`src/source/amo_macros.svh`:
```
// AMO engine shared parameters
// Data and address widths, APB register map, memory window and read latency
`ifndef AMO_MACROS_SVH
`define AMO_MACROS_SVH

// Word width and memory word-address width, 16 words in total
`define AMO_DATA_W      32
`define AMO_ADDR_W      4

// Cycles from read strobe to valid read data, legal range 1 to 8
`define AMO_MEM_RD_LAT  2
// Width of the latency timer, wide enough for AMO_MEM_RD_LAT - 1
`define AMO_TIMER_W     3

// APB address width and register byte offsets
`define AMO_PADDR_W     12
`define AMO_REG_ADDR    'h00
`define AMO_REG_OPERAND 'h04
`define AMO_REG_CMD     'h08
`define AMO_REG_RESULT  'h0C
`define AMO_REG_STATUS  'h10

// Direct memory window, one APB word per memory word
`define AMO_WIN_BASE    'h100
`define AMO_WIN_WORDS   16

`endif

```
`src/source/amo_pkg.sv`:
```
// AMO engine types
// Operation codes follow the RISC-V AMO funct5 field
`default_nettype none

package amo_pkg;

    // Bits 4 and 3 both set select an unsigned compare
    typedef enum logic [4:0] {
        AMO_ADD  = 5'b00000,
        AMO_SWAP = 5'b00001,
        AMO_XOR  = 5'b00100,
        AMO_OR   = 5'b01000,
        AMO_AND  = 5'b01100,
        AMO_MIN  = 5'b10000,
        AMO_MAX  = 5'b10100,
        AMO_MINU = 5'b11000,
        AMO_MAXU = 5'b11100
    } amo_op_t;

    // Read-modify-write sequence of the controller
    // WRITE is skipped for read-only window accesses
    typedef enum logic [2:0] {
        IDLE   = 3'd0,
        READ   = 3'd1,
        WAIT   = 3'd2,
        MODIFY = 3'd3,
        WRITE  = 3'd4,
        DONE   = 3'd5
    } amo_state_t;

endpackage

`default_nettype wire

```
`src/source/amo_ctrl_fsm.sv`:
```
// AMO controller
// Sequences the memory read, the latency wait, the ALU step and the write-back
`timescale 1ns/1ps
`default_nettype none

`include "amo_macros.svh"

module amo_ctrl_fsm (
    input  logic                     clk,
    input  logic                     arst_n,
    input  logic                     start,
    input  logic                     cmd_rd_only,
    output logic                     done,
    output logic                     timer_load,
    input  logic                     expired,
    output logic                     mem_rd,
    output logic                     mem_we,
    input  logic [`AMO_DATA_W-1:0]   mem_rdata,
    input  logic [`AMO_DATA_W-1:0]   alu_result,
    output logic [`AMO_DATA_W-1:0]   old_data,
    output logic [`AMO_DATA_W-1:0]   new_data
);

    amo_pkg::amo_state_t state;
    amo_pkg::amo_state_t state_nxt;

    always_comb begin
        state_nxt = state;
        unique case (state)
            amo_pkg::IDLE:   if (start) state_nxt = amo_pkg::READ;
            amo_pkg::READ:   state_nxt = amo_pkg::WAIT;
            amo_pkg::WAIT:   if (expired) state_nxt = amo_pkg::MODIFY;
            // Window reads finish without touching memory again
            amo_pkg::MODIFY: state_nxt = cmd_rd_only ? amo_pkg::DONE : amo_pkg::WRITE;
            amo_pkg::WRITE:  state_nxt = amo_pkg::DONE;
            amo_pkg::DONE:   state_nxt = amo_pkg::IDLE;
            default:         state_nxt = amo_pkg::IDLE;
        endcase
    end

    always_ff @(posedge clk or negedge arst_n) begin
        if (!arst_n) begin
            state <= amo_pkg::IDLE;
        end else begin
            state <= state_nxt;
        end
    end

    // The read strobe and the timer load share the READ cycle
    assign mem_rd     = state == amo_pkg::READ;
    assign timer_load = state == amo_pkg::READ;
    assign mem_we     = state == amo_pkg::WRITE;
    assign done       = state == amo_pkg::DONE;

    // Memory data is valid in the last WAIT cycle, ALU output in MODIFY
    always_ff @(posedge clk) begin
        if ((state == amo_pkg::WAIT) && expired) begin
            old_data <= mem_rdata;
        end
        if (state == amo_pkg::MODIFY) begin
            new_data <= alu_result;
        end
    end

    // A write-back always belongs to the read issued one latency plus two states earlier
    rmw_order_chk: assert property (@(posedge clk) disable iff (!arst_n)
        mem_we |-> $past(mem_rd, `AMO_MEM_RD_LAT + 2));

    // The register block must wait for done before launching again
    start_idle_chk: assert property (@(posedge clk) disable iff (!arst_n)
        start |-> state == amo_pkg::IDLE);

    // The timer holds the FSM in WAIT for exactly the memory read latency
    wait_len_chk: assert property (@(posedge clk) disable iff (!arst_n)
        mem_rd |=> (state == amo_pkg::WAIT)[*`AMO_MEM_RD_LAT]
                   ##1 (state == amo_pkg::MODIFY));

endmodule

`default_nettype wire

```
`config.mk`:
```
export PLATFORM = sky130hd
export DESIGN_NAME = amo_ctrl_fsm
export DESIGN_NICKNAME = d
export VERILOG_FILES = /design/src/source/amo_pkg.sv /design/src/source/amo_ctrl_fsm.sv
export VERILOG_INCLUDE_DIRS = /design/src /design/src/source
export SDC_FILE = /design/constraint.sdc
export NUM_CORES = 1
export LEC_CHECK = 0
export ABC_CLOCK_PERIOD_IN_PS = 8400
export BUFFER_PORTS_ARGS = -buffer_cell sky130_fd_sc_hd__buf_4
export CORE_ASPECT_RATIO = 0.75
export CORE_MARGIN = 2
export CORE_UTILIZATION = 44
export DETAILED_ROUTE_END_ITERATION = 10
export GPL_ROUTABILITY_DRIVEN = 0
export HOLD_SLACK_MARGIN = 0.12
export PLACE_DENSITY_LB_ADDON = 0.3
export SKIP_CTS_REPAIR_TIMING = 1
export SLEW_MARGIN = 5
export SYNTH_ARGS = -nofsm -noshare
export SYNTH_HDL_FRONTEND = slang
export SYNTH_SLANG_ARGS = --single-unit
```
`constraint.sdc`:
```
create_clock -name clk -period 8.4 [get_ports clk]
set_input_delay 0.84 -clock clk [delete_from_list [all_inputs] [get_ports clk]]
set_output_delay 0.84 -clock clk [all_outputs]
set_load 0.02 [all_outputs]
```
; ---- Word level (Yosys, flattened, before mapping)
; Index checks and enable logic that the tools add are counted.
[op_classes]
n_eq_ne = 7
n_mux = 4
reduce_logical = 3
[op_table]
columns = cell, n
row1 = $pmux 3 s5, 1
row2 = $eq 3x2->1 const B, 2
row3 = $eq 3x3->1 const B, 2
row4 = $mux 3, 2
row5 = $ne 2x2->1 const B, 2
row6 = $eq 3x1->1 const B, 1
row7 = $logic_not 3->1, 1
row8 = $reduce_and 2->1, 1
row9 = $logic_and 1x1->1, 1
row10 = $mux 1, 1
[word_totals]
elab_cells = 17
ff_bits = 67
input_bits = 69
out_inout_bits = 68

; ---- Depth between registers and ports, before layout
[logic_depth]
depth_word = 3
depth_mapped = 3
depth_no_buf = 2

; ---- Worst setup path before layout
; OpenSTA, ideal clock, no wires.
[synth_timing]
path_type = input port to flip-flop
from = in expired
to = reg old_data[0] (enable)
n_path_buf = 0
setup_slack_ns = 4.722
setup_ns = 0.468
path_stages = 1
t_required_ns = 7.932
arrival_ns = 3.210
cell_sequence = nor3b_1
[synth_via]
elab_chain_len = 1
[synth_lines]
columns = element, line_no
row1 = start: declaration, amo_ctrl_fsm.sv:15  ; input logic expired,
row2 = $logic_and 1x1->1, amo_ctrl_fsm.sv:57  ; if ((state == amo_pkg::WAIT) && expired) begin
row3 = end signal: assignment, amo_ctrl_fsm.sv:58  ; old_data <= mem_rdata;
row4 = end: declaration, amo_ctrl_fsm.sv:20  ; output logic [`AMO_DATA_W-1:0] old_data,
; No other way between the ends.
; A chain may end at the register's enable or synchronous reset.

; ---- Worst setup path in the final report
[layout_timing]
from = reg state[0]
to = out timer_load
[layout_via]
elab_chain_len = 1
[layout_lines]
columns = element, line_no
row1 = start: declaration, amo_ctrl_fsm.sv:24  ; amo_pkg::amo_state_t state;
row2 = start signal: assignment, amo_ctrl_fsm.sv:43  ; state <= amo_pkg::IDLE;
row3 = start signal: assignment, amo_ctrl_fsm.sv:45  ; state <= state_nxt;
row4 = $eq 3x1->1, amo_ctrl_fsm.sv:51  ; assign timer_load = state == amo_pkg::READ;
row5 = end: declaration, amo_ctrl_fsm.sv:14  ; output logic timer_load,
; No other way between the ends.

==> impl_metrics.toml <==
[timing]
finalClockSkew_ns = 0.00351
unrepaired_setup_endpoints_after_global_routing = "no"
max_slew.worst_pin.slew_ns = 0.401
timing.slew.headroom = 0.733
finalSetupViolations = 0
slew_viol_final = 0
timing.setup.tns_ns = 0
finalWorstSetupSlack_ns = 6.24
final_period_utilization = 0.257
timing.final.hold_violations = 0
timing.final.crit_period_ns = 2.16
maxClockFrequency_ghz = 0.464

[hold_path]
min_path_type = "in -> async"

[critical_path]
worst-setup-path-type = "reg -> out"
startpoint_of_the_worst_slack_reg_to_reg_timing_path = "state[2]"
startpoint_type = "flop"
required_ns = 7.56
crit_path_max_fanout = 8
critPathSlowestCell = "dfrtp_1"
path_buf_inv = 1
crit_arrival_ns = 1.32
r2r_cells = 3
delay_of_the_slowest_cell_on_the_worst_path_ns = 0.51
top_delay_family_on_crit_path = "flip-flops"
critical_path_cell_sequence = "nor3b_1 -> buf_4"
crit-reg2reg-capture = "old_data[9]"
ff2ff_setup_slack_ns = 6.82
end_kind = "output port"

[clocking]
clock_tree.buffer_depth = 2
cts_num_sinks = 67
cts-root-buf = "clkbuf_8"
cts_tree = "yes"
clock_latency_ns = 0.33
cts.reportedPaths.clkPinSlew_ns = 0.07
cts.htree.levels = 3
cts_inserted_buffers = 9

[yosys]
avgSynthCellArea_um2 = 25.6
synth-seq-area-share = 0.949
net_count_after_synthesis = 151
synth_top_area_frac = 0.914
netlist_top_cells_area = "edfxtp_1, dfrtp_1, nor3b_1"
synth_largest_area_cell = "edfxtp_1"
synth.yosys.warnings = 0
synthCells = 82
yosys.cell_types.count = 14
post_synth_instance_area_um2 = 2100
ys_seq_elements = 67

[final_layout]
fin_cells = 291
utilization = 0.757
most-common-layout-cells = "buf_4, edfxtp_1, clkbuf_8, clkinvlp_4, dfrtp_1"
antenna-diode-count = 0
area.growth.synth_to_final_pct = 62.7
post_route_cells_drive_above_1_share = 0.675
leading_cell_type_in_the_layout_fill_and_taps_excluded = "buf_4"
finalNetCount = 298

[detailed_routing]
ant_nets = 0
route.vias.total = 1302
drt_iter0_markers = 57
wl_per_cell_um = 15.6
drt-pass1-iter-count = 4
routed_wirelength_mm = 4.54
route.detailed.drc = 0
detail_route.vias_per_cell = 4.47

[pwr]
p_leak_nw = 1.43
power.combinational.fraction = 0.248
clock_power_share = 0.279
p_seq_frac = 0.473
power_per_cell_area_nw_per_um2 = 294
net-switching-power_w = 0.000286
power.internal_w = 0.000720
worst_vdd_ir_uv = 195
power.share.switching = 0.285
post-layout-total-power_w = 0.00101

[die]
dieArea_um2 = 5350
initial_core_util = 0.465
top_level_ports = 137
core_um2 = 4520
die_width_um = 83.8
die_height_um = 63.9
num_rows = 21

[grt]
grt_max_degree = 33
grt_antenna_before_repair = 0
grt.overflow.total = 0
grt_pass1_wl_mm = 6.56
grt_pass1_vias = 1319
grt_usage = 0.171

[place]
preCtsSetupSlack_ns = 6.58
hpwlAfterDp_mm = 3.44
place.port_buffers = 136
dp_cells = 275

[job]
cap_viol_max_count = 0

[run_status]
status = "complete, no violations"
## synthesized netlist by cell type, drive strengths merged
cell and n:
mux2i 1, and3b 1, xnor2 1, o21bai 1, nor2 3, nor3b 3
o32ai 1, buf 2, nand2b 1, edfxtp 64, nand2 1, dfrtp 3
## worst register-to-register path, delay by kind of cell (launching register included)
| family | cells | cell delay (ns) |
|---|---|---|
| buf+inv | 1 | 0.39 |
| flops | 1 | 0.45 |
| simple gates | 2 | 0.39 |
## power by group through the flow
stage / clock network (W) / registers [W] / logic (W)
2_1_floorplan: 0 / 0.000549 / 0.0000598
6_report: 0.000280 / 0.000476 / 0.000250
4_1_cts: 0.000289 / 0.000477 / 0.000254
3_3_place_gp: 0 / 0.000479 / 0.000250
3_5_place_dp: 0 / 0.000484 / 0.000253
5_1_grt: 0.000306 / 0.000483 / 0.000263
## cell type report
| type | count | area (um^2) |
|---|---|---|
| multi-input cells | 13 | 101 |
| flip-flops and latches | 67 | 2000 |
| fillers | 287 | 1100 |
| clock buffers | 9 | 124 |
| repair buffers | 138 | 1040 |
| well taps | 57 | 71.3 |
| clock inverters | 7 | 92.6 |
## worst max path at each step
stage | from | to | depth (start not counted)
floorplan | expired | old_data[0] | 1
global placement | expired | old_data[15] | 3
detailed placement | state[0] | timer_load | 2
CTS | state[0] | timer_load | 2
global route | state[0] | timer_load | 2
finish | state[0] | timer_load | 2
## sequential cells by signal (all words and copies together) (netlist names)
signal    count
state         3
new_data     32
old_data     32
## per-stage QoR
stage | hold WS [ns] | cell area [um^2]
final | 0.281 | 3420
after global routing | 0.256 | 3420
after CTS | 0.265 | 3420
after detailed placement | 0.562 | 3210
after global placement | 0.544 | 3210
after floorplan | 0.495 | 2100
## cells by family after synthesis
| kind of cell | share of synthesized area |
|---|---|
| AOI/OAI and AO/OA | 0.00774 |
| buffers and inverters | 0.00595 |
| and+or+nand+nor | 0.0280 |
| xor gates and xnor gates | 0.00416 |
| DFF | 0.949 |
| muxes | 0.00476 |
## routing by layer
metal / vias up / share of wire / routed length [um] / GRT usage
met3: 7 / 0.075 / 338 / 0.0827
met5: - / 0 / 0 / 0
met1: 620 / 0.34 / 1540 / 0.170
met2: 59 / 0.58 / 2620 / 0.311
li1: 616 / - / - / -
met4: 0 / 0.0095 / 43 / 0.0605
(Power assumes the default switching activity.)
