==> src/source/amo_macros.svh <==
// AMO engine shared parameters
// Data and address widths, APB register map, memory window and read latency
`ifndef AMO_MACROS_SVH
`define AMO_MACROS_SVH

// Word width and memory word-address width, 16 words in total
`define AMO_DATA_W      32
`define AMO_ADDR_W      4

// Cycles from read strobe to valid read data, legal range 1 to 8
`define AMO_MEM_RD_LAT  2
// Width of the latency timer, wide enough for AMO_MEM_RD_LAT - 1
`define AMO_TIMER_W     3

// APB address width and register byte offsets
`define AMO_PADDR_W     12
`define AMO_REG_ADDR    'h00
`define AMO_REG_OPERAND 'h04
`define AMO_REG_CMD     'h08
`define AMO_REG_RESULT  'h0C
`define AMO_REG_STATUS  'h10

// Direct memory window, one APB word per memory word
`define AMO_WIN_BASE    'h100
`define AMO_WIN_WORDS   16

`endif

==> src/source/amo_pkg.sv <==
// AMO engine types
// Operation codes follow the RISC-V AMO funct5 field
`default_nettype none

package amo_pkg;

    // Bits 4 and 3 both set select an unsigned compare
    typedef enum logic [4:0] {
        AMO_ADD  = 5'b00000,
        AMO_SWAP = 5'b00001,
        AMO_XOR  = 5'b00100,
        AMO_OR   = 5'b01000,
        AMO_AND  = 5'b01100,
        AMO_MIN  = 5'b10000,
        AMO_MAX  = 5'b10100,
        AMO_MINU = 5'b11000,
        AMO_MAXU = 5'b11100
    } amo_op_t;

    // Read-modify-write sequence of the controller
    // WRITE is skipped for read-only window accesses
    typedef enum logic [2:0] {
        IDLE   = 3'd0,
        READ   = 3'd1,
        WAIT   = 3'd2,
        MODIFY = 3'd3,
        WRITE  = 3'd4,
        DONE   = 3'd5
    } amo_state_t;

endpackage

`default_nettype wire

==> src/source/amo_apb_regs.sv <==
// AMO APB register block
// Holds address, operand, command, result and status registers, decodes the
// memory window and launches engine commands, stalling the APB until done
`timescale 1ns/1ps
`default_nettype none

`include "amo_macros.svh"

module amo_apb_regs (
    input  logic                     clk,
    input  logic                     arst_n,
    input  logic                     psel,
    input  logic                     penable,
    input  logic                     pwrite,
    input  logic [`AMO_PADDR_W-1:0]  paddr,
    input  logic [`AMO_DATA_W-1:0]   pwdata,
    output logic [`AMO_DATA_W-1:0]   prdata,
    output logic                     pready,
    output logic                     pslverr,
    output logic                     start,
    output amo_pkg::amo_op_t         cmd_op,
    output logic [`AMO_ADDR_W-1:0]   cmd_addr,
    output logic [`AMO_DATA_W-1:0]   cmd_operand,
    output logic                     cmd_rd_only,
    input  logic                     done,
    input  logic [`AMO_DATA_W-1:0]   old_data
);

    localparam logic [`AMO_PADDR_W-1:0] win_lo = `AMO_WIN_BASE;
    localparam logic [`AMO_PADDR_W-1:0] win_hi = `AMO_WIN_BASE + 4 * `AMO_WIN_WORDS;

    logic                    access;
    logic                    is_win;
    logic                    is_cmd;
    logic                    op_legal;
    logic                    launch_req;
    logic                    launch;
    logic                    complete;
    logic                    pending;
    logic                    err;
    logic                    cmd_win;
    logic [`AMO_ADDR_W-1:0]  addr_q;
    logic [`AMO_DATA_W-1:0]  operand_q;
    logic [`AMO_DATA_W-1:0]  result_q;
    amo_pkg::amo_op_t        last_op;
    logic [`AMO_DATA_W-1:0]  rd_mux;

    function automatic logic legal_code(input logic [4:0] code);
        logic ok;
        case (amo_pkg::amo_op_t'(code))
            amo_pkg::AMO_SWAP, amo_pkg::AMO_ADD, amo_pkg::AMO_XOR,
            amo_pkg::AMO_AND, amo_pkg::AMO_OR, amo_pkg::AMO_MIN,
            amo_pkg::AMO_MAX, amo_pkg::AMO_MINU, amo_pkg::AMO_MAXU: ok = 1'b1;
            default: ok = 1'b0;
        endcase
        return ok;
    endfunction

    assign access   = psel & penable;
    assign is_win   = (paddr >= win_lo) && (paddr < win_hi);
    assign is_cmd   = paddr == `AMO_REG_CMD;
    assign op_legal = legal_code(pwdata[4:0]);

    // Window reads, window writes and legal CMD writes go through the engine
    assign launch_req = is_win | (pwrite & is_cmd & op_legal);
    assign launch     = access & launch_req & ~pending;

    // Engine accesses hold the bus until done, everything else finishes at once
    assign pready   = access & (launch_req ? (pending & done) : 1'b1);
    assign pslverr  = access & pwrite & is_cmd & ~op_legal;
    assign complete = access & pready;

    always_comb begin
        if (is_win) begin
            rd_mux = old_data;
        end else begin
            case (paddr)
                `AMO_REG_ADDR:    rd_mux = `AMO_DATA_W'(addr_q);
                `AMO_REG_OPERAND: rd_mux = operand_q;
                `AMO_REG_CMD:     rd_mux = `AMO_DATA_W'(last_op);
                `AMO_REG_RESULT:  rd_mux = result_q;
                `AMO_REG_STATUS:  rd_mux = {{(`AMO_DATA_W-2){1'b0}}, err, pending};
                default:          rd_mux = '0;
            endcase
        end
    end

    // Read data only shows up in the cycle the transfer completes
    assign prdata = (complete & ~pwrite) ? rd_mux : '0;

    // Command handshake and error flag
    always_ff @(posedge clk or negedge arst_n) begin
        if (!arst_n) begin
            pending <= 1'b0;
            start   <= 1'b0;
            err     <= 1'b0;
        end else begin
            start <= launch;
            if (launch) begin
                pending <= 1'b1;
            end else if (done) begin
                pending <= 1'b0;
            end
            // A legal CMD write clears the error, an illegal one sets it
            if (launch & ~is_win) begin
                err <= 1'b0;
            end else if (complete & pslverr) begin
                err <= 1'b1;
            end
        end
    end

    // Programmed registers
    always_ff @(posedge clk) begin
        if (complete & pwrite & (paddr == `AMO_REG_ADDR)) begin
            addr_q <= pwdata[`AMO_ADDR_W-1:0];
        end
        if (complete & pwrite & (paddr == `AMO_REG_OPERAND)) begin
            operand_q <= pwdata;
        end
        // Window traffic must not disturb the RESULT of the last CMD operation
        if (done & pending & ~cmd_win) begin
            result_q <= old_data;
        end
    end

    // Command fields stay stable from start until done
    always_ff @(posedge clk) begin
        if (launch) begin
            cmd_win <= is_win;
            if (is_win) begin
                cmd_addr    <= paddr[`AMO_ADDR_W+1:2];
                cmd_operand <= pwdata;
                cmd_op      <= amo_pkg::AMO_SWAP;
                cmd_rd_only <= ~pwrite;
            end else begin
                cmd_addr    <= addr_q;
                cmd_operand <= operand_q;
                cmd_op      <= amo_pkg::amo_op_t'(pwdata[4:0]);
                cmd_rd_only <= 1'b0;
                last_op     <= amo_pkg::amo_op_t'(pwdata[4:0]);
            end
        end
    end

    penable_psel_chk: assert property (@(posedge clk) disable iff (!arst_n)
        penable |-> psel);

    // Only one command may be outstanding between start and done
    single_cmd_chk: assert property (@(posedge clk) disable iff (!arst_n)
        start |=> (!start until done));

endmodule

`default_nettype wire

==> config.mk <==
export PLATFORM = sky130hd
export DESIGN_NAME = amo_apb_regs
export DESIGN_NICKNAME = d
export VERILOG_FILES = /design/src/source/amo_pkg.sv /design/src/source/amo_apb_regs.sv
export VERILOG_INCLUDE_DIRS = /design/src /design/src/source
export SDC_FILE = /design/constraint.sdc
export NUM_CORES = 1
export LEC_CHECK = 0
export BUFFER_PORTS_ARGS = -buffer_cell sky130_fd_sc_hd__buf_2
export CAP_MARGIN = 5
export CORE_MARGIN = 1
export CORE_UTILIZATION = 40
export CTS_CLUSTER_DIAMETER = 100
export CTS_CLUSTER_SIZE = 25
export DETAILED_ROUTE_END_ITERATION = 8
export PLACE_DENSITY = 0.73
export SETUP_SLACK_MARGIN = 0.02
export SLEW_MARGIN = 20
export SYNTH_ARGS = -nofsm -noshare
export SYNTH_HDL_FRONTEND = slang
export SYNTH_SLANG_ARGS = --single-unit
==> constraint.sdc <==
create_clock -name clk -period 4.2 [get_ports clk]
set_input_delay 0.84 -clock clk [delete_from_list [all_inputs] [get_ports clk]]
set_output_delay 0.84 -clock clk [all_outputs]
set_load 0.005 [all_outputs]
After elaboration in Yosys (flattened, before gate mapping). Memory sizes are Yosys's and may differ from the RTL's. Cells that the tools add are included.

Bits of input ports: 82. ROM bits: 32. Logic and storage cells: 58. Output and inout bits: 77. Memories kept: 1. Flip-flop bits (word level): 119.

Bitwise operators: 24. Reduce and logical (&&, ||, !) cells: 5. Multiplexer cells: 10. Equal/unequal tests: 4. $lt $le $gt $ge: 2.

Memory list: (no name shown) (words 32, bits a word 1, rd ports 1, clocked after memory_dff 0, wr ports 0, line amo_apb_regs.sv:50) `case (amo_pkg::amo_op_t'(code))`.

Operators by type and width (count): 32-bit case mux with 5 select lines (1); 32-bit 2-to-1 mux (3); 12-bit by 4-bit == test with 1-bit output (second input constant) (2); 1-bit AND (18); 12-bit by 3-bit == test with 1-bit output (second input constant) (1); 12-bit by 5-bit == test with 1-bit output (second input constant) (1); 12-bit by 9-bit >= comparator with 1-bit output (second input constant) (1); 12-bit zero test (1); 12-bit by 9-bit < comparator with 1-bit output (second input constant) (1); 1-bit 2-to-1 mux (5); 1-bit inverter (5); 4-bit 2-to-1 mux (1); 2-bit nonzero test (2); 2-bit AND reduction (1); 1-bit logical AND (1); 1-bit bitwise OR (1).

Logic depth before layout (Yosys ltp).
Word-level depth: 10. Depth in mapped cells: 7.

Worst setup path before layout. Ideal clock, no wire load.

Kind: input to register. From: input paddr[4]. To: register cmd_addr[0] (enable). Stages: 4. Arrival time: 5.097 ns. Required time: 3.701 ns. Setup time: 0.499 ns. Slack: -1.396 ns. Cell sequence: or4_4 > nor4_1 > a31oi_1 > nor3_1.

Cells in the longest elaborated chain, start to end: 6.

Ends and longest elaborated chain: start: declaration (line amo_apb_regs.sv:15) `` input logic [`AMO_PADDR_W-1:0] paddr, ``; branches (longest 3 deep; another with 12-bit by 9-bit >= comparator with 1-bit output); 1-bit bitwise OR * (line amo_apb_regs.sv:65) `assign launch_req = is_win | (pwrite & is_cmd & op_legal);`; 1-bit AND * (2 in series) (line amo_apb_regs.sv:66) `assign launch = access & launch_req & ~pending;`; net launch (line amo_apb_regs.sv:37) `logic launch;`; end signal: assignment (line amo_apb_regs.sv:132) `` cmd_addr <= paddr[`AMO_ADDR_W+1:2]; ``; end signal: assignment (line amo_apb_regs.sv:137) `cmd_addr <= addr_q;`; end: declaration (line amo_apb_regs.sv:22) `` output logic [`AMO_ADDR_W-1:0] cmd_addr, ``.

Mark *: on every way through the listed nets, which the timed path passes. A chain may end at the register's enable or synchronous reset.

Final worst setup path.
From: input paddr[4]. To: output pslverr.

Cells in the longest elaborated chain, start to end: 3.

Ends and longest elaborated chain: 12-bit by 4-bit == test with 1-bit output; 1-bit AND (2 in series) (line amo_apb_regs.sv:70) `assign pslverr = access & pwrite & is_cmd & ~op_legal;`; end: declaration (line amo_apb_regs.sv:19) `output logic pslverr,`.

Every way passes these cells.

==> out/metrics.cfg <==
[sta]
rsz0062_at_grt=no
max_slew.worst_pin.slew_ns=0.972
setup_viol=0
max_freq_mhz=290
finalCritPeriodShare_pct=82.1
setup_tns_ns=0
drv_slew=0
clock_skew_ns=0.00697
relSlewSlack_pct=34.6
fin_crit_ns=3.45
worst_slack_ns=0.751
hold_slack_ns=0.217
hold_viol_final=0

[route]
routed-wl-met3_mm=1.01
first_pass_iters=5
wl_mm=13.8
wl_met1_mm=5.90
wl_per_cell_um=18.2
wl_met2_mm=6.75
vias_per_cell=5.21
ant_nets=0
routed.top_layer=met4
drtIter0Drc=341
via_count=3948
drc=0

[floorplan]
rows=41
initial_core_util_pct=41.0
fp.dieH_um=115
die_w_um=115
dieArea_um2=13300
core_area_um2=12600
ios=159

[logic_synthesis]
ys_types=35
synth_top_cell_area_share_pct=67.6
synth_top_family_by_area=simple AND/OR/NAND/NOR gates
synth_area_per_cell_um2=12.7
ys_async_sr_fraction_pct=2.52
syn_area_um2=5150
synth.area.top_cells=edfxtp_1 (68%), nand2_1 (7.9%), mux2_2 (6.3%)
ys_seq_area_share_pct=69.1
yosys.area_share.adder_pct=0
synthFlopType=edfxtp_1
synth_compound_area_share_pct=6.32
synth_xor_area_share_pct=0
yosys.area.top_type=edfxtp_1
synth-edff-count=116
synth_simple_gate_area_share_pct=15.5
synth_mux_area_share_pct=7.31
syn_nets=486
synth_warnings=0
netlist_instances=404
ys_seq_elements=119

[clock_tree]
cts_resized=0
cts_buffer_depth=2
htree_levels=4
clk_latency_ns=0.41
cts.sinks=119
clkTransAtPathRegs_ns=0.06
root_buffer=clkbuf_16
post_cts_buffers=0
cts_tree=built
cts_buffers=17
ctsHoldBuffers=0

[layout]
final_nets=655
drive_above_1_share_pct=42.0
area_growth_pct=32.9
antenna_cells=0

[grt]
antenna_found_initial=0
gr-usage-all-layers_pct=21.5
grt_pass1_vias=3843
grt_pass1_wl_mm=20.7
grt_overflow_total=0
grt_start_max_net_pins=48

[placed_design]
place_ws_ns=0.766
place_congestion=0.925
dpl.hpwl_mm=9.14
io_buffers=158

[worst_setup_path]
worstSetupPathType=input port to primary output
startpoint_type=input port
critPathMaxStageDelay_ns=0.55
cp_cell_sequence=buf_2 -> or4_4 -> or3_4 -> or3_4 -> nor2_1 -> buf_2
required_ns=3.36
cp_max_fo=5
crit_path_end_kind=primary output
cp_slowest_cell=or4_4
critPathArrivalTime_ns=2.61

[pwr]
static-leakage-power_nw=2.70
peakVddDrop_v=0.000247
powerDensity_nw_per_um2=417

[job]
maxCapViolCount=0

[hold_path]
hp-class=input port to async pin

[outcome]
status=completed

sequential cells by signal, indices dropped and copies added, names as in the netlist:
signal / count
cmd_rd_only: 1
last_op: 5
addr_q: 4
operand_q: 32
cmd_addr: 4
err: 1
pending: 1
result_q: 32
start: 1
cmd_win: 1
cmd_operand: 32
cmd_op: 5
worst max-delay path, delay by kind of cell:
family	cells	cell delay, ns
and+or+nand+nor	4	1.49
buffers and inverters	2	0.27
power by group:
| group | leakage, nW | internal [mW] | switching [mW] |
|---|---|---|---|
| sequential | 1.08 | 1.30 | 0.000334 |
| clock | 0.278 | 0.921 | 0.525 |
| combinational | 1.34 | 0.0497 | 0.0614 |
| total | 2.70 | 2.27 | 0.587 |
cells in the mapped netlist, types with 3 or more instances:
cell      count
clkbuf_1     22
nor2_1       34
dfrtp_1       3
mux2_2       29
mux2i_1       5
or3_1         5
a22oi_1      29
a21oi_1       6
nand3_1       6
nor4_1        4
nand4_1       3
and2_1        4
nand2_1     108
edfxtp_1    116
nand2b_1      5
o21ai_0       4
path summary, 6_finish.rpt:
kind,start,end,slack (ns),cells past startpoint
min reg2reg,err$_DFFE_PN0P_,err$_DFFE_PN0P_,0.51,1
min in group clk,err$_DFFE_PN0P_,err$_DFFE_PN0P_,0.51,1
max in group asynchronous,arst_n,pending$_DFFE_PN0P_,3.86,1
max reg2reg,pending$_DFFE_PN0P_,result_q[14]$_DFFE_PP_,2.12,3
min,arst_n,start$_DFF_PN0_,0.22,1
max,paddr[4],pslverr,0.75,6
metrics by stage:
stage	utilization, %	power (mW)	area [um2]	cells
5_1_grt	54.4	2.94	6840	758
4_1_cts	54.3	2.88	6820	757
2_1_floorplan	-	1.36	5170	404
3_5_place_dp	49.6	1.43	6240	725
6_report	54.4	2.86	6840	758
3_3_place_gp	49.6	1.43	6240	725
final cells by class:
class | count | area [um2]
clock inverter | 15 | 161
sequential | 119 | 3560
timing repair buffer | 173 | 928
multi-input combinational | 260 | 1550
fill | 1068 | 5730
tap | 172 | 215
clock buffer | 17 | 425
inverter | 2 | 7.51
metal layers:
layer  up-vias  global-route usage [%]
met2       195                    34.3
met5         -                       0
li1       1814                       -
met3        13                    6.49
met4         0                    7.71
met1      1926                    27.8
cells in the final DEF, fill, tap and decap left out, drive strengths merged, types with 2 or more instances in the layout:
cell type,synthesis,layout
clkinvlp,0,5
nor3,2,2
mux2i,5,5
nor2,34,34
edfxtp,116,116
nand2b,5,5
nand2,108,108
clkbuf,22,17
inv,2,2
dfrtp,3,3
a22oi,29,29
nand4,3,3
nor4,4,4
or3,7,7
buf,1,173
nand3,6,6
clkinv,0,7
a21oi,6,6
bufinv,0,3
mux2,29,29
o21ai,4,4
and2,5,5
or4,2,2
logic make-up after synthesis:
family,Yosys count
simple gates,180
flops,119
compound gates,46
mux,34
buf+inv,25
Power figures use the tool's default switching activity.
