**config.mk**
```make
export PLATFORM = sky130hd
export DESIGN_NAME = amo_scratch_mem
export DESIGN_NICKNAME = d
export VERILOG_FILES = /design/src/source/amo_scratch_mem.sv
export VERILOG_INCLUDE_DIRS = /design/src /design/src/source
export SDC_FILE = /design/constraint.sdc
export NUM_CORES = 1
export LEC_CHECK = 0
export ABC_AREA = 0
export ABC_CLOCK_PERIOD_IN_PS = 4700
export BUFFER_PORTS_ARGS = -buffer_cell sky130_fd_sc_hd__clkbuf_2
export CAP_MARGIN = 20
export CORE_ASPECT_RATIO = 1.25
export CORE_UTILIZATION = 45
export CTS_CLUSTER_DIAMETER = 50
export DETAILED_ROUTE_END_ITERATION = 16
export PLACE_DENSITY = 0.68
export SLEW_MARGIN = 40
export SYNTH_ARGS = -nofsm -noshare
export SYNTH_HDL_FRONTEND = slang
export SYNTH_SLANG_ARGS = --single-unit
```
**constraint.sdc**
```tcl
create_clock -name clk -period 4.7 [get_ports clk]
set_clock_uncertainty 0.15 [all_clocks]
set_input_delay 0.235 -clock clk [delete_from_list [all_inputs] [get_ports clk]]
set_output_delay 0.235 -clock clk [all_outputs]
set_load 0.01 [all_outputs]
```
**src/source/amo_macros.svh**
```systemverilog
// AMO engine shared parameters
// Data and address widths, APB register map, memory window and read latency
`ifndef AMO_MACROS_SVH
`define AMO_MACROS_SVH

// Word width and memory word-address width, 16 words in total
`define AMO_DATA_W      32
`define AMO_ADDR_W      4

// Cycles from read strobe to valid read data, legal range 1 to 8
`define AMO_MEM_RD_LAT  2
// Width of the latency timer, wide enough for AMO_MEM_RD_LAT - 1
`define AMO_TIMER_W     3

// APB address width and register byte offsets
`define AMO_PADDR_W     12
`define AMO_REG_ADDR    'h00
`define AMO_REG_OPERAND 'h04
`define AMO_REG_CMD     'h08
`define AMO_REG_RESULT  'h0C
`define AMO_REG_STATUS  'h10

// Direct memory window, one APB word per memory word
`define AMO_WIN_BASE    'h100
`define AMO_WIN_WORDS   16

`endif

```
**src/source/amo_scratch_mem.sv**
```systemverilog
// Scratch memory
// Single-port word memory with a fixed read latency and held read data
`timescale 1ns/1ps
`default_nettype none

`include "amo_macros.svh"

module amo_scratch_mem (
    input  logic                     clk,
    input  logic                     mem_rd,
    input  logic                     mem_we,
    input  logic [`AMO_ADDR_W-1:0]   mem_addr,
    input  logic [`AMO_DATA_W-1:0]   mem_wdata,
    output logic [`AMO_DATA_W-1:0]   mem_rdata
);

    logic [`AMO_DATA_W-1:0]   mem [2**`AMO_ADDR_W];
    logic [`AMO_DATA_W-1:0]   rd_data [`AMO_MEM_RD_LAT];
    logic [`AMO_MEM_RD_LAT-1:0] rd_vld;

    // Contents start at zero, there is no reset port
    initial begin
        for (int i = 0; i < 2**`AMO_ADDR_W; i++) begin
            mem[i] = '0;
        end
    end

    always_ff @(posedge clk) begin
        if (mem_we) begin
            mem[mem_addr] <= mem_wdata;
        end
    end

    // Each stage only moves when a read is travelling, so the last one holds
    always_ff @(posedge clk) begin
        rd_vld[0] <= mem_rd;
        if (mem_rd) begin
            rd_data[0] <= mem[mem_addr];
        end
        for (int i = 1; i < `AMO_MEM_RD_LAT; i++) begin
            rd_vld[i] <= rd_vld[i-1];
            if (rd_vld[i-1]) begin
                rd_data[i] <= rd_data[i-1];
            end
        end
    end

    assign mem_rdata = rd_data[`AMO_MEM_RD_LAT-1];

    // The controller writes back only after the read has fully drained
    no_wr_in_flight_chk: assert property (@(posedge clk)
        mem_we |-> !(|rd_vld));

endmodule

`default_nettype wire

```
After elaboration in Yosys (flattened, before gate mapping):

Memory sizes are Yosys's and may differ from the RTL's.
Index checks and enable logic that the tools add are counted.

* $add $sub $neg: 0
* multipliers: 0
* divide/modulo/power cells: 0
* magnitude comparators: 0
* eq/ne operators: 0
* shift-type cells: 0
* mux-type cells: 6
* bitwise operators: 0
* reductions and logical operators: 0

Operators with widths (number)
* $mux W1: 6

* register bits after elaboration: 1
* latch bits: 0
* bits in writable memories: 576
* bits in read-only memories: 0
* bits of input ports: 39
* output and inout port bits: 32
* word-level logic and storage cells: 9
* memories kept: 2

Memory list
* mem: depth 16, width 32, read ports 1, clocked after memory_dff 0, wr ports 1, line amo_scratch_mem.sv:17 `` logic [`AMO_DATA_W-1:0] mem [2**`AMO_ADDR_W]; ``
* rd_data: depth 2, width 32, read ports 2, clocked after memory_dff 0, wr ports 2, line amo_scratch_mem.sv:18 `` logic [`AMO_DATA_W-1:0] rd_data [`AMO_MEM_RD_LAT]; ``

Logic depth before layout (Yosys ltp):

Gate-level depths: netlist (run 1).

* word-level depth: 2
* mapped depth: 6

Least setup slack after synthesis (run 1):

Ideal clock, no wire load.

* kind: input -> register
* start: input mem_addr[1]
* end: memory mem[0][0] in the netlist's numbering, enable pin
* library setup time: 461 ps
* arrival time: 3016 ps
* required time: 4089 ps
* path slack: 1073 ps
* stages on the path: 4
* path buffers: 3
* path through: buf_2 > buf_4 > clkbuf_1 > nor3_1

RTL lines
* start: declaration: line amo_scratch_mem.sv:12 `` input logic [`AMO_ADDR_W-1:0] mem_addr, ``
* end: declaration: line amo_scratch_mem.sv:17

No word-level cell before the write port.

Worst setup path after layout (run 1):

* start: input mem_addr[0]
* end: memory mem[1][29] in the netlist's numbering, enable pin

No word-level cell before the write port.

==> results of run 1 <==
[state kept, by name, summed over array words and instances, names as in the netlist]
name / count
mem: 512
rd_data: 64
rd_vld: 1
[cell usage after synthesis]
cell                       instances  area [sq um]
sky130_fd_sc_hd__edfxtp_1        576         17300
sky130_fd_sc_hd__mux4_2          128          2880
sky130_fd_sc_hd__a22oi_1          64           480
sky130_fd_sc_hd__buf_4            33           248
sky130_fd_sc_hd__nand2_1          33           124
sky130_fd_sc_hd__clkbuf_1         26          97.6
sky130_fd_sc_hd__nor2_1           13          48.8
sky130_fd_sc_hd__buf_2            11          55.1
sky130_fd_sc_hd__buf_6             6          67.6
sky130_fd_sc_hd__nor3_1            4          20.0
sky130_fd_sc_hd__nand2b_1          2          12.5
sky130_fd_sc_hd__nand3b_1          2          15.0
sky130_fd_sc_hd__nor2b_1           2          12.5
sky130_fd_sc_hd__and2_1            1          6.26
sky130_fd_sc_hd__buf_1             1          3.75
sky130_fd_sc_hd__dfxtp_1           1          20.0
sky130_fd_sc_hd__nand3_1           1          5.00
sky130_fd_sc_hd__or3b_2            1          8.76
[layer usage]
metal	track usage, %	wire length (um)	part of all wire (%)
met4	5.77	1070	2.5
met3	2.46	2170	5.1
met5	0	0	0
met2	33.4	23400	54
met1	23.1	16400	38
[how the worst max path moves through the flow]
stage,startpoint,slack [ns],depth (start not counted),end
3_3_place_gp,mem_addr[0],1.82,4,mem[3][17]
3_5_place_dp,mem_addr[0],1.81,4,mem[3][17]
4_1_cts,mem_addr[0],2.42,4,mem[3][16]
5_1_grt,mem_addr[0],2.28,5,rd_data[0][8]
2_1_floorplan,mem_addr[1],1.07,4,mem[0][0]
6_report,mem_addr[0],2.46,4,mem[1][29]
[power by group through the flow]
| stage | sequential (mW) | combinational (mW) | clock [mW] |
|---|---|---|---|
| final | 5.85 | 0.489 | 4.11 |
| after global routing | 5.86 | 0.529 | 4.38 |
| after CTS | 5.86 | 0.500 | 4.19 |
| after detailed placement | 5.97 | 0.475 | 0 |
| after global placement | 5.96 | 0.460 | 0 |
| after floorplan | 5.95 | 0.298 | 0 |
[logic make-up (layout without fill, tap and decap cells)]
| logic type | count (synthesis) | after routing | share of synthesized area, % |
|---|---|---|---|
| flip-flops | 577 | 577 | 80.9 |
| multiplexers | 128 | 128 | 13.5 |
| buffers and inverters | 77 | 223 | 2.20 |
| other | 0 | 1 | 0 |
| AO/OA/AOI/OAI | 64 | 64 | 2.24 |
| AND/OR/NAND/NOR | 59 | 59 | 1.18 |
[worst max-delay path, stage by stage]
cell	delay, ns
sky130_fd_sc_hd__clkbuf_8	0.51
sky130_fd_sc_hd__nand2b_1	0.41
sky130_fd_sc_hd__nor2_4	0.67
sky130_fd_sc_hd__buf_4	0.40
[layout by cell type (no fill, tap or decap), types with 11 or more instances in the layout]
cell / instances
sky130_fd_sc_hd__a22oi_1: 64
sky130_fd_sc_hd__buf_4: 26
sky130_fd_sc_hd__clkbuf_16: 53
sky130_fd_sc_hd__clkbuf_2: 68
sky130_fd_sc_hd__clkinv_1: 11
sky130_fd_sc_hd__clkinv_2: 12
sky130_fd_sc_hd__dlygate4sd3_1: 32
sky130_fd_sc_hd__edfxtp_1: 576
sky130_fd_sc_hd__mux4_2: 128
sky130_fd_sc_hd__nand2_1: 33
sky130_fd_sc_hd__nor2_4: 13
[area by class of cell]
type	count	area [sq um]
Tap cell	637	797
Sequential cell	577	17300
Fill cell	3548	22600
Multi-Input combinational cell	251	3750
Clock inverter	33	297
Antenna cell	1	2.50
Clock buffer	58	1350
Timing Repair Buffer	132	985
[repair_timing]
action | in CTS | in global routing
buffers inserted | 0 | 0
hold buffers | 32 | 0
gates resized for setup | 0 | 0
hold endpoints to repair | 512 | 0
endpoints found under the setup margin | 0 | 0
==> flow_metrics.env, run 1 <==
export IMPL_stdcell_area_sq_um=24500
export IMPL_first_global_vias=10066
export IMPL_final_core_utilization_pct=52.0
export IMPL_drive_gt1_share_pct=30.9
export IMPL_worst_path_max_fanout=56
export IMPL_cts_sink_count=577
export IMPL_drv_cap=0
export IMPL_grt_first_pass_wirelength_mm=64.9
export IMPL_r2r_slack_ns=3.10
export IMPL_detailedPlacementHpwl_mm=23.2
export IMPL_flow_area_growth_from_synthesis_pct=14.5
export IMPL_finalWeightedCongestion=0.704
export IMPL_worst_hold_startpoint="mem_rd"
export IMPL_place_ws_ns=1.81
export IMPL_cellInternalPower_mw=8.35
export IMPL_route_detailed_wl_per_inst_um=25.5
export IMPL_rsz0062_at_grt="false"
export IMPL_worst_ep_required_time_ns=4.81
export IMPL_placement_io_buffers=70
export IMPL_syn_nets=944
export IMPL_synth_avg_cell_area_sq_um=23.7
export IMPL_worst_skew_pair_late_latency_ns=0.57
export IMPL_clock_power_share_pct=39.3
export IMPL_cp_start_kind="primary input"
export IMPL_boundaryPins=71
export IMPL_initial_utilization_pct=45.4
export IMPL_layout_nets=1053
export IMPL_timing_final_max_slew_violations=0
export IMPL_drt_wl_total_mm=43.0
export IMPL_ant_nets=0
export IMPL_design_die_area_sq_um=48400
export IMPL_netSwitchingPower_mw=2.11
export IMPL_clock_tree_htree_level_count=2
export IMPL_grt_overflow=0
export IMPL_final_cell_count_without_fillers=1689
export IMPL_remaining_drc_errors=0
export IMPL_clock_tree_buffer_depth=3
export IMPL_hold_path_depth=2
export IMPL_status="finished clean"
export IMPL_viasPerCell=5.56
export IMPL_endpoint_of_the_worst_register_to_register_path="rd_data[0][2]"
export IMPL_postLayoutSetupSlackWorst_ns=2.46
export IMPL_rr_startpoint="mem[3][2]"
export IMPL_timing_final_setup_violations=0
export IMPL_postSynthCellCount=905
export IMPL_die_height_um=246
export IMPL_fmax_mhz=447
export IMPL_clkSlewWorstSetupHoldPaths_ns=0.06
export IMPL_critical_path_arrival_ns=2.35
export IMPL_drt_pre_antenna_iters=5
export IMPL_comb_power_share_pct=4.7
export IMPL_rows=89
export IMPL_num_vias=9393
export IMPL_fin_total_pwr_mw=10.5
export IMPL_r2r_cells=3
export IMPL_numCtsBuffers=52
export IMPL_post_route_period_util_pct=47.6
export IMPL_grt_start_max_net_pins=81
export IMPL_worstMarginPinSlew_ns=0.798
export IMPL_final_hold_violation_count=0
export IMPL_power_static_leakage_nw=7.83
export IMPL_synth_yosys_seq_area_share_pct=80.9
export IMPL_ys_seq_elements=577
export IMPL_postPlaceCellArea_sq_um=22500
export IMPL_clockRootBuffer="sky130_fd_sc_hd__clkbuf_16"
export IMPL_setup_tns_final_ns=0
export IMPL_dpl_cells=1565
export IMPL_power_switching_share_pct=20.2
export IMPL_syn_area_sq_um=21400
export IMPL_tritoncts="done"
export IMPL_share_seq_of_total_power_pct=56.0
export IMPL_worst_vdd_rail_ir_drop_mv=0.295
export IMPL_number_of_antenna_violations_at_the_first_check_in_global_routing=1
export IMPL_hold_worst_slack_ns=0.0953
export IMPL_synth_warnings=0
export IMPL_timing_final_crit_period_ns=2.24
export IMPL_floorplan_die_width_um=197
export IMPL_max_slew_margin_pct=46.7
export IMPL_power_per_cell_area_nw_per_um2=427
export IMPL_timing_hold_worst_class="in2reg"
export IMPL_setup_worst_path_class="in2reg"
export IMPL_fp_coreArea_sq_um=47100
export IMPL_grt_usage_pct=18.5
export IMPL_min_delay_worst_endpoint="rd_vld[0]"
export IMPL_yosysUniqueCellTypes=18
export IMPL_worst_setup_path_end_kind="flop"
export IMPL_initialDrtViolationCount=871
(Power assumes the default switching activity.)
==> run 2: changes to the inputs <==
--- a/config.mk
+++ b/config.mk
@@ -7,14 +7,14 @@
 export NUM_CORES = 1
 export LEC_CHECK = 0
 export ABC_AREA = 0
-export ABC_CLOCK_PERIOD_IN_PS = 4700
+export ABC_CLOCK_PERIOD_IN_PS = 2000
 export BUFFER_PORTS_ARGS = -buffer_cell sky130_fd_sc_hd__clkbuf_2
 export CAP_MARGIN = 20
 export CORE_ASPECT_RATIO = 1.25
 export CORE_UTILIZATION = 45
 export CTS_CLUSTER_DIAMETER = 50
 export DETAILED_ROUTE_END_ITERATION = 16
-export PLACE_DENSITY = 0.68
+export PLACE_DENSITY = 0.7
 export SLEW_MARGIN = 40
 export SYNTH_ARGS = -nofsm -noshare
 export SYNTH_HDL_FRONTEND = slang
==> constraint.sdc (replaced) <==
create_clock -name clk -period 2 [get_ports clk]
set_clock_uncertainty 0.15 [all_clocks]
set_input_delay 0.1 -clock clk [delete_from_list [all_inputs] [get_ports clk]]
set_output_delay 0.1 -clock clk [all_outputs]
set_load 0.01 [all_outputs]
==> flow_metrics.env, run 2 (same netlist as run 1, synthesis figures left out) <==
export IMPL_critical_path_cell_chain="mux4_2 > a22oi_1 > nand2_1"
export IMPL_post_cts_repair_setup_buffers=0
export IMPL_rows=89
export IMPL_detailedPlacementHpwl_mm=25.2
export IMPL_placement_io_buffers=70
export IMPL_rsz0062_at_grt="false"
export IMPL_status="finished clean"
export IMPL_floorplan_die_width_um=197
export IMPL_layout_nets=1094
export IMPL_most_frequent_cells_in_the_layout="sky130_fd_sc_hd__edfxtp_1 (576), sky130_fd_sc_hd__mux4_2 (128), sky130_fd_sc_hd__clkbuf_2 (68)"
export IMPL_die_height_um=246
export IMPL_numCtsBuffers=51
export IMPL_ctsHoldBuffers=33
export IMPL_grt_first_pass_wirelength_mm=66.6
export IMPL_setup_tns_final_ns=0
export IMPL_worst_ep_required_time_ns=2.16
export IMPL_largestRegisters="mem (512), rd_data (64), rd_vld (1)"
export IMPL_cts_resized=0
export IMPL_drt_pre_antenna_iters=5
export IMPL_max_slew_margin_pct=63.3
export IMPL_viasPerCell=5.59
export IMPL_drive_gt1_share_pct=33.9
export IMPL_ant_nets=0
export IMPL_timing_hold_worst_class="in2reg"
export IMPL_cts_sink_count=577
export IMPL_route_detailed_wl_per_inst_um=25.8
export IMPL_clockRootBuffer="sky130_fd_sc_hd__clkbuf_16"
export IMPL_final_seq_area_sq_um=17300
export IMPL_fill_cells=3495
export IMPL_r2r_slack_ns=0.30
export IMPL_power_per_cell_area_nw_per_um2=978
export IMPL_slowest_delay_ns=0.48
export IMPL_final_core_utilization_pct=53.7
export IMPL_clock_tree_htree_level_count=2
export IMPL_finalWeightedCongestion=0.732
export IMPL_critPathTopFamily="multiplexers"
export IMPL_remaining_drc_errors=0
export IMPL_clock_tree_buffer_depth=3
export IMPL_grt_usage_pct=19.1
export IMPL_post_route_period_util_pct=85.0
export IMPL_stdcell_area_sq_um=25300
export IMPL_clkSlewWorstSetupHoldPaths_ns=0.07
export IMPL_mostFrequentLayoutCell="sky130_fd_sc_hd__edfxtp_1"
export IMPL_fin_total_pwr_mw=24.8
export IMPL_initialDrtViolationCount=750
export IMPL_first_global_vias=10272
export IMPL_cp_start_kind="flop"
export IMPL_antennaDiodeCount=0
export IMPL_design_die_area_sq_um=48400
export IMPL_grt_overflow=0
export IMPL_critical_path_arrival_ns=1.86
export IMPL_timing_final_max_slew_violations=0
export IMPL_largest_register="mem"
export IMPL_boundaryPins=71
export IMPL_timing_final_crit_period_ns=1.70
export IMPL_num_vias=9692
export IMPL_worst_path_max_delay_cell="sky130_fd_sc_hd__mux4_2"
export IMPL_multi_input_comb_area_sq_um=3780
export IMPL_worstMarginPinSlew_ns=0.550
export IMPL_largest_reg_flops=512
export IMPL_fmax_mhz=588
export IMPL_postPlaceCellArea_sq_um=23300
export IMPL_setup_worst_path_class="reg2reg"
export IMPL_drt_wl_total_mm=44.7
export IMPL_fp_coreArea_sq_um=47100
export IMPL_power_static_leakage_nw=8.16
export IMPL_initial_utilization_pct=45.4
export IMPL_worst_vdd_rail_ir_drop_mv=0.759
export IMPL_grt_start_max_net_pins=34
export IMPL_worst_setup_path_end_kind="flop"
export IMPL_flow_area_growth_from_synthesis_pct=18.3
export IMPL_worst_path_max_fanout=1
export IMPL_final_hold_violation_count=0
export IMPL_critical_path_buf_inv_count=0
export IMPL_timing_final_setup_violations=0
export IMPL_number_of_antenna_violations_at_the_first_check_in_global_routing=1
export IMPL_drv_cap=0
export IMPL_worst_skew_pair_late_latency_ns=0.59
export IMPL_tritoncts="done"
-- run 2: area by class of cell --
type	count	share of cell area (%)
Clock buffer	58	5.23
Tap cell	637	3.15
Clock inverter	36	1.32
Multi-Input combinational cell	251	15.0
Timing Repair Buffer	174	6.95
Sequential cell	577	68.4
-- run 2: worst paths after layout --
check	from	end	depth (start not counted)
worst max register to register	mem[11][2]	rd_data[0][2]	3
worst max-delay path	mem[11][2]	rd_data[0][2]	3
worst min-delay path	mem_we	mem[7][29]	4
worst min register to register	rd_data[0][13]	rd_data[0][45]	0
-- run 2: through the flow --
| stage | hold slack [ns] | worst slack [ns] | std cells |
|---|---|---|---|
| 6_report | 0.0197 | 0.301 | 1733 |
| 5_1_grt | 0.0321 | 0.244 | 1733 |
| 4_1_cts | 0.00655 | 0.292 | 1733 |
| 3_5_place_dp | 0.255 | -0.118 | 1606 |
| 3_3_place_gp | 0.252 | -0.0577 | 1602 |
| 2_1_floorplan | -0.0223 | 0.0207 | 905 |
-- run 2: per-layer routing --
metal	track usage (%)	up-vias	part of all wire, %
li1	-	4113	-
met1	24.3	5183	39
met2	33.7	317	53
met3	2.69	77	5.2
met4	6.75	2	2.9
met5	0	-	0.029
-- run 2: where the power goes --
part | total [mW] | internal (mW) | leakage [nW] | switching [mW]
Combinational | 1.31 | 0.589 | 2.09 | 0.717
Sequential | 13.8 | 13.7 | 5.27 | 0.0925
Clock | 9.69 | 5.43 | 0.798 | 4.27
Total | 24.8 | 19.7 | 8.16 | 5.08
-- run 2: worst min-delay path, stage by stage --
cell and delay [ns]:
sky130_fd_sc_hd__clkbuf_2 0.11, sky130_fd_sc_hd__nand3b_1 0.08, sky130_fd_sc_hd__buf_4 0.17, sky130_fd_sc_hd__nor2_4 0.09
